File: config.mk
export PLATFORM = sky130hd
export DESIGN_NAME = m92_pic_top
export DESIGN_NICKNAME = d
export VERILOG_FILES = /design/src/source/pic_pkg.sv /design/src/source/m92_pic_top.sv /design/src/source/pic_priority_resolver.sv /design/src/source/pic_request_cell.sv /design/src/source/pic_command_decoder.sv
export VERILOG_INCLUDE_DIRS = /design/src /design/src/source
export SDC_FILE = /design/constraint.sdc
export NUM_CORES = 1
export LEC_CHECK = 0
export BUFFER_PORTS_ARGS = -buffer_cell sky130_fd_sc_hd__clkbuf_2
export CAP_MARGIN = 5
export CORE_ASPECT_RATIO = 1.25
export CORE_MARGIN = 5
export CORE_UTILIZATION = 30
export CTS_BUF_LIST = sky130_fd_sc_hd__clkbuf_4
export CTS_CLUSTER_SIZE = 20
export DETAILED_ROUTE_END_ITERATION = 6
export PLACE_DENSITY = 0.56
export SLEW_MARGIN = 20
export SYNTH_ARGS = -nofsm -noshare
export SYNTH_HDL_FRONTEND = slang
export SYNTH_SLANG_ARGS = --single-unit
export TNS_END_PERCENT = 10
File: constraint.sdc
create_clock -name clk -period 3.01 [get_ports clk]
set_input_delay 0.903 -clock clk [delete_from_list [all_inputs] [get_ports clk]]
set_output_delay 0.903 -clock clk [all_outputs]
set_load 0.01 [all_outputs]
File: src/source/pic_params.svh
/*
 * Interrupt controller parameters
 * Line count and the widths of the vector and its base
 */

`ifndef PIC_PARAMS_SVH
`define PIC_PARAMS_SVH

// Number of interrupt lines handled by the controller
`define PIC_LINES 8

// Vector layout is base, line number, then two zero bits
`define PIC_VECTOR_W 9

// Base field taken from the second initialization word
`define PIC_BASE_W 4

`endif
File: src/source/pic_pkg.sv
/*
 * Interrupt controller types
 * Vector types for lines, vectors and bus bytes, plus the init FSM states
 */

`default_nettype none

`include "pic_params.svh"

package pic_pkg;

    typedef logic [`PIC_LINES-1:0]    irq_lines_t;
    typedef logic [`PIC_VECTOR_W-1:0] vector_t;
    typedef logic [`PIC_BASE_W-1:0]   vector_base_t;
    typedef logic [7:0]               bus_byte_t;

    // Initialization sequence, one state per expected data-port word
    typedef enum logic [2:0] {
        st_uninit,
        st_wait_iw2,
        st_wait_iw3,
        st_wait_iw4,
        st_ready
    } init_state_t;

endpackage

`default_nettype wire

File: src/source/m92_pic_top.sv
/*
 * Programmable interrupt controller, top level
 * Command decoder, one request cell per line and the priority resolver
 */

`timescale 1ns/1ps
`default_nettype none

`include "pic_params.svh"

module m92_pic_top
    import pic_pkg::*;
(
    input  logic       clk,
    input  logic       reset,
    input  logic       ce,
    input  logic       cs,
    input  logic       wr,
    input  logic       a0,
    input  bus_byte_t  din,
    input  irq_lines_t intp,
    input  logic       int_ack,
    output logic       int_req,
    output vector_t    int_vector
);

    logic         ready;
    logic         edge_mode;
    logic         init_clear;
    irq_lines_t   mask;
    vector_base_t vector_base;
    irq_lines_t   requests;
    irq_lines_t   grant;

    pic_command_decoder u_decoder (
        .clk         (clk),
        .reset       (reset),
        .ce          (ce),
        .cs          (cs),
        .wr          (wr),
        .a0          (a0),
        .din         (din),
        .ready       (ready),
        .edge_mode   (edge_mode),
        .init_clear  (init_clear),
        .mask        (mask),
        .vector_base (vector_base)
    );

    // ========================================================================
    // One request cell per interrupt line
    // ========================================================================

    for (genvar i = 0; i < `PIC_LINES; i++) begin : g_cell
        pic_request_cell u_cell (
            .clk        (clk),
            .reset      (reset),
            .ce         (ce),
            .ready      (ready),
            .edge_mode  (edge_mode),
            .init_clear (init_clear),
            .line       (intp[i]),
            .grant      (grant[i]),
            .pending    (requests[i])
        );
    end

    pic_priority_resolver u_resolver (
        .clk         (clk),
        .reset       (reset),
        .ce          (ce),
        .ready       (ready),
        .requests    (requests),
        .mask        (mask),
        .vector_base (vector_base),
        .int_ack     (int_ack),
        .int_req     (int_req),
        .grant       (grant),
        .int_vector  (int_vector)
    );

endmodule

`default_nettype wire

File: src/source/pic_priority_resolver.sv
/*
 * Interrupt priority resolver
 * Masks requests, raises int_req and grants the lowest unmasked line on acknowledge
 */

`timescale 1ns/1ps
`default_nettype none

`include "pic_params.svh"

module pic_priority_resolver
    import pic_pkg::*;
(
    input  logic         clk,
    input  logic         reset,
    input  logic         ce,
    input  logic         ready,
    input  irq_lines_t   requests,
    input  irq_lines_t   mask,
    input  vector_base_t vector_base,
    input  logic         int_ack,
    output logic         int_req,
    output irq_lines_t   grant,
    output vector_t      int_vector
);

    localparam int LINE_W = $clog2(`PIC_LINES);

    irq_lines_t        active;
    irq_lines_t        pick;
    logic [LINE_W-1:0] pick_num;
    logic              accept;

    assign active  = requests & ~mask;
    assign int_req = |active;

    // Line 0 has the highest priority. Scanning downwards lets the
    // lowest active line overwrite any higher one
    always_comb begin
        pick     = '0;
        pick_num = '0;
        for (int i = `PIC_LINES - 1; i >= 0; i--) begin
            if (active[i]) begin
                pick     = '0;
                pick[i]  = 1'b1;
                pick_num = LINE_W'(i);
            end
        end
    end

    assign accept = ce & ready & int_ack & int_req;

    // Grant clears the pending bit on the same edge the vector loads
    assign grant = accept ? pick : '0;

    always_ff @(posedge clk or posedge reset) begin
        if (reset) begin
            int_vector <= '0;
        end else if (accept) begin
            int_vector <= {vector_base, pick_num, 2'b00};
        end
    end

endmodule

`default_nettype wire

File: src/source/pic_request_cell.sv
/*
 * Interrupt request cell
 * Pending bit of one line with edge or level capture
 */

`timescale 1ns/1ps
`default_nettype none

`include "pic_params.svh"

module pic_request_cell
    import pic_pkg::*;
(
    input  logic clk,
    input  logic reset,
    input  logic ce,
    input  logic ready,
    input  logic edge_mode,
    input  logic init_clear,
    input  logic line,
    input  logic grant,
    output logic pending
);

    logic line_prev;
    logic trigger;

    // Edge mode needs a low sample before the high one
    assign trigger = edge_mode ? (line & ~line_prev) : line;

    always_ff @(posedge clk or posedge reset) begin
        if (reset) begin
            line_prev <= 1'b0;
            pending   <= 1'b0;
        end else if (ce) begin
            if (ready) begin
                line_prev <= line;
            end

            // A new capture beats a grant arriving on the same edge
            if (init_clear) begin
                pending <= 1'b0;
            end else if (ready && trigger) begin
                pending <= 1'b1;
            end else if (grant) begin
                pending <= 1'b0;
            end
        end
    end

endmodule

`default_nettype wire

File: src/source/pic_command_decoder.sv
/*
 * Interrupt controller command decoder
 * Runs the initialization sequence and holds the mode bits, mask and vector base
 */

`timescale 1ns/1ps
`default_nettype none

`include "pic_params.svh"

module pic_command_decoder
    import pic_pkg::*;
(
    input  logic         clk,
    input  logic         reset,
    input  logic         ce,
    input  logic         cs,
    input  logic         wr,
    input  logic         a0,
    input  bus_byte_t    din,
    output logic         ready,
    output logic         edge_mode,
    output logic         init_clear,
    output irq_lines_t   mask,
    output vector_base_t vector_base
);

    init_state_t state;

    // Mode bits kept from the first initialization word
    logic iw1_need_iw4;
    logic iw1_single;
    logic iw1_level;

    logic bus_write;
    logic init_start;
    logic data_write;

    // ========================================================================
    // Write decode
    // ========================================================================

    assign bus_write = ce & cs & wr;

    // Control port with bit 4 set starts a new sequence; other control
    // port writes are command words and are ignored
    assign init_start = bus_write & ~a0 & din[4];

    // Data port writes advance the sequence or load the mask
    assign data_write = bus_write & a0;

    assign init_clear = init_start;

    assign ready     = (state == st_ready);
    assign edge_mode = ~iw1_level;

    // ========================================================================
    // Initialization FSM and mask
    // ========================================================================

    always_ff @(posedge clk or posedge reset) begin
        if (reset) begin
            state        <= st_uninit;
            iw1_need_iw4 <= 1'b0;
            iw1_single   <= 1'b0;
            iw1_level    <= 1'b0;
            mask         <= '0;
        end else if (init_start) begin
            state        <= st_wait_iw2;
            iw1_need_iw4 <= din[0];
            iw1_single   <= din[1];
            iw1_level    <= din[3];
            mask         <= '0;
        end else if (data_write) begin
            case (state)
                st_wait_iw2: begin
                    // Extended mode always expects the third word
                    if (!iw1_single) begin
                        state <= st_wait_iw3;
                    end else if (iw1_need_iw4) begin
                        state <= st_wait_iw4;
                    end else begin
                        state <= st_ready;
                    end
                end
                st_wait_iw3: begin
                    if (iw1_need_iw4) begin
                        state <= st_wait_iw4;
                    end else begin
                        state <= st_ready;
                    end
                end
                st_wait_iw4: begin
                    state <= st_ready;
                end
                st_ready: begin
                    mask <= irq_lines_t'(din);
                end
                default: begin
                    // Data writes before the first word have no effect
                    state <= state;
                end
            endcase
        end
    end

    // Vector base comes from bits 6 to 3 of the second word
    always_ff @(posedge clk) begin
        if (data_write && state == st_wait_iw2) begin
            vector_base <= din[3 +: `PIC_BASE_W];
        end
    end

endmodule

`default_nettype wire

==> results_dict.tcl <==
set metrics [dict create \
    slew_violations 0 \
    clock.fmax_mhz 356.9 \
    cts_num_sinks 41 \
    htree_levels 2 \
    io_pins 33 \
    grt-ovfl-total 0 \
    antenna_left 0 \
    dieArea_um2 7985 \
    fin_crit_ns 2.802 \
    place.gp.congestion 0.8380 \
    syn2layout_area_growth_pct 16.11 \
    rr_startpoint "u_decoder.mask[1]" \
    grt_pass1_vias 1403 \
    drive_gt1_share_pct 23.19 \
    cp.required_ns 2.11 \
    postCtsSetupBuffers 0 \
    die_w_um 80.94 \
    grt_usage_pct 12.06 \
    fin_nets 229 \
    met2_length_um 2139 \
    synth_edf_count 4 \
    setup_violations 0 \
    run_status "finished, final reports clean" \
    crit_slowest_cell "or4b_1" \
    maxCapViolations 0 \
    rsz0062_at_grt "no" \
    clock_skew_ns 0.009701 \
    port_buffers 30 \
    core.rowCount 32 \
    top_layer_used "met4" \
    cts_buffer_depth 2 \
    cts_resized 0 \
    synth_ff_type "dfrtp_1" \
    yosysWarnings 0 \
    post-route-period-util_pct 93.08 \
    dpl.hpwl_um 3288 \
    cp_max_fo 5 \
    antenna_cells 0 \
    wl_um 4248 \
    clk_latency_ns 0.36 \
    antenna_found_initial 0 \
    crit_path_frequent_cell "nand2b_1" \
    clock-root-buffer "clkbuf_4" \
    start_util_pct 30.60 \
    clk_pin_slew_ns 0.13 \
    route.detailed.drc 0 \
    syn-mean-instance-area_um2 10.97 \
    end_kind "primary output" \
    die_h_um 98.67 \
    via_per_inst 4.805 \
    crit_chain "nand2b_1, or4b_1, nand2b_1, clkbuf_2" \
    fin_tns_setup_ns 0 \
    worst_pin_slew_ns 0.5262 \
    wl_met1_um 1748 \
    cts_inserted_buffers 5 \
    path_class "reg -> out" \
    worstHoldStart "u_decoder.vector_base[0]" \
    routedWlPerCell_um 14.55 \
    max-vdd-ir-drop_v 0.0001634 \
    cp-startpoint "u_decoder.mask[1]" \
    ys_seq_elements 41 \
    hp-class "reg -> reg" \
    vias 1403 \
    leakagePower_nw 0.9898 \
    arrival_ns 1.90 \
    fin_ws_ns 0.2083 \
    cts_tree "done" \
    grt_pass1_wl_um 7245 \
    async_flop_share_pct 90.24 \
    start_kind "flop" \
    route.met3.wl_um 206 \
    p_per_area_nw_per_um2 806.2 \
    finalHoldViolCount 0 \
    first_pass_iters 4 \
    drt_iter0_drc 101 \
    syn-cell-area_um2 1887 \
    core_um2 6166 \
    slowest_delay_ns 0.55 \
    max_slew_margin_pct 64.81 \
    synthCells 172 \
    seq_area_frac_synth_pct 55.44 \
    cts_hold_buffers 0 \
    yosysUniqueCellTypes 42 \
    grt_max_degree 38 \
    pre_cts_ws_ns 0.6306 \
]
cells in the mapped netlist, drive strengths merged, types with 2 or more instances:
cell type   n  area share [%]
dfrtp      37              49
nor3        3            0.80
and4        3             1.4
o21ai      13             3.4
mux2        8             4.8
inv         8             1.6
nand2      21             4.6
nor4        2            0.66
nor2b       7             2.3
clkbuf      3            0.60
a31oi       3            0.99
buf         3             1.2
a21oi       6             1.6
o41ai       2            0.93
edfxtp      4             6.4
nor2        4            0.93
o22ai       3            0.99
a22o        8             3.7
nand3       3            0.80
nand2b     12             4.0
worst max-delay path, delay by kind of cell (launching register included):
kind                   cells  cell delay, ns
AND/OR/NAND/NOR            3            1.00
flip-flops                 1            0.40
buffers and inverters      1            0.13
final cells by class:
class	count	area (µm²)
fillers	667	3975
flip-flops and latches	41	1046
multi-input cells	118	780.7
repair buffers	32	165.2
well taps	85	106.4
clock buffers	5	37.54
inverters	8	30.03
clock inverters	3	25.02
metrics by stage:
step	instances	hold WS [ns]	instance area (µm²)	total power, mW	utilization, %
6_report	292	0.4744	2191	1.766	35.53
5_1_grt	292	0.4931	2191	1.917	35.53
3_5_place_dp	284	0.4492	2128	1.492	34.52
3_3_place_gp	284	0.4434	2128	1.481	34.52
4_1_cts	292	0.4810	2191	1.789	35.53
2_1_floorplan	173	0.4390	1891	1.298	-
state kept, by name (all words and copies together), names as in the netlist:
name / flops
u_decoder.mask: 8
u_decoder.iw1_single: 1
u_decoder.iw1_need_iw4: 1
u_decoder.state: 3
u_resolver.int_vector: 7
g_cell.u_cell.pending: 8
u_decoder.iw1_level: 1
u_decoder.vector_base: 4
g_cell.u_cell.line_prev: 8
cells by family after synthesis:
group | share of synthesized area (%)
buf+inv | 3.382
simple gates | 18.63
compound gates | 17.04
flops | 55.44
mux | 5.305
other cells | 0.1987
final timing paths:
path,endpoint,slack (ns),cells past startpoint
max in group asynchronous,g_cell[2].u_cell.pending,2.07,3
worst max register to register,g_cell[4].u_cell.pending,1.20,4
min in group asynchronous,u_resolver.int_vector[6],0.60,3
worst min-delay path,u_resolver.int_vector[5],0.47,1
worst max-delay path,int_req,0.21,4
worst min register to register,u_resolver.int_vector[5],0.47,1
cell usage in the layout (no fill, tap or decap), drive strengths merged, types with 2 or more instances in the layout:
| cell type | instances |
|---|---|
| nand2b | 12 |
| and4 | 3 |
| o22ai | 3 |
| clkbuf | 35 |
| a22o | 8 |
| a31oi | 3 |
| nand3 | 3 |
| nor2b | 7 |
| nor4 | 2 |
| nor3 | 3 |
| conb | 2 |
| edfxtp | 4 |
| dfrtp | 37 |
| mux2 | 8 |
| a21oi | 6 |
| inv | 9 |
| nand2 | 21 |
| o21ai | 13 |
| o41ai | 2 |
| nor2 | 4 |
| buf | 2 |
metal layers:
| metal | vias up | track usage (%) |
|---|---|---|
| met4 | 0 | 6.632 |
| met3 | 12 | 2.925 |
| met5 | - | 0 |
| li1 | 687 | - |
| met2 | 35 | 18.98 |
| met1 | 669 | 14.99 |
report_power, final:
group | internal (mW) | total [mW] | switching, mW
Clock | 0.0953 | 0.296 | 0.200
Combinational | 0.273 | 0.597 | 0.324
Sequential | 0.749 | 0.873 | 0.124
(Power assumes the default switching activity.)
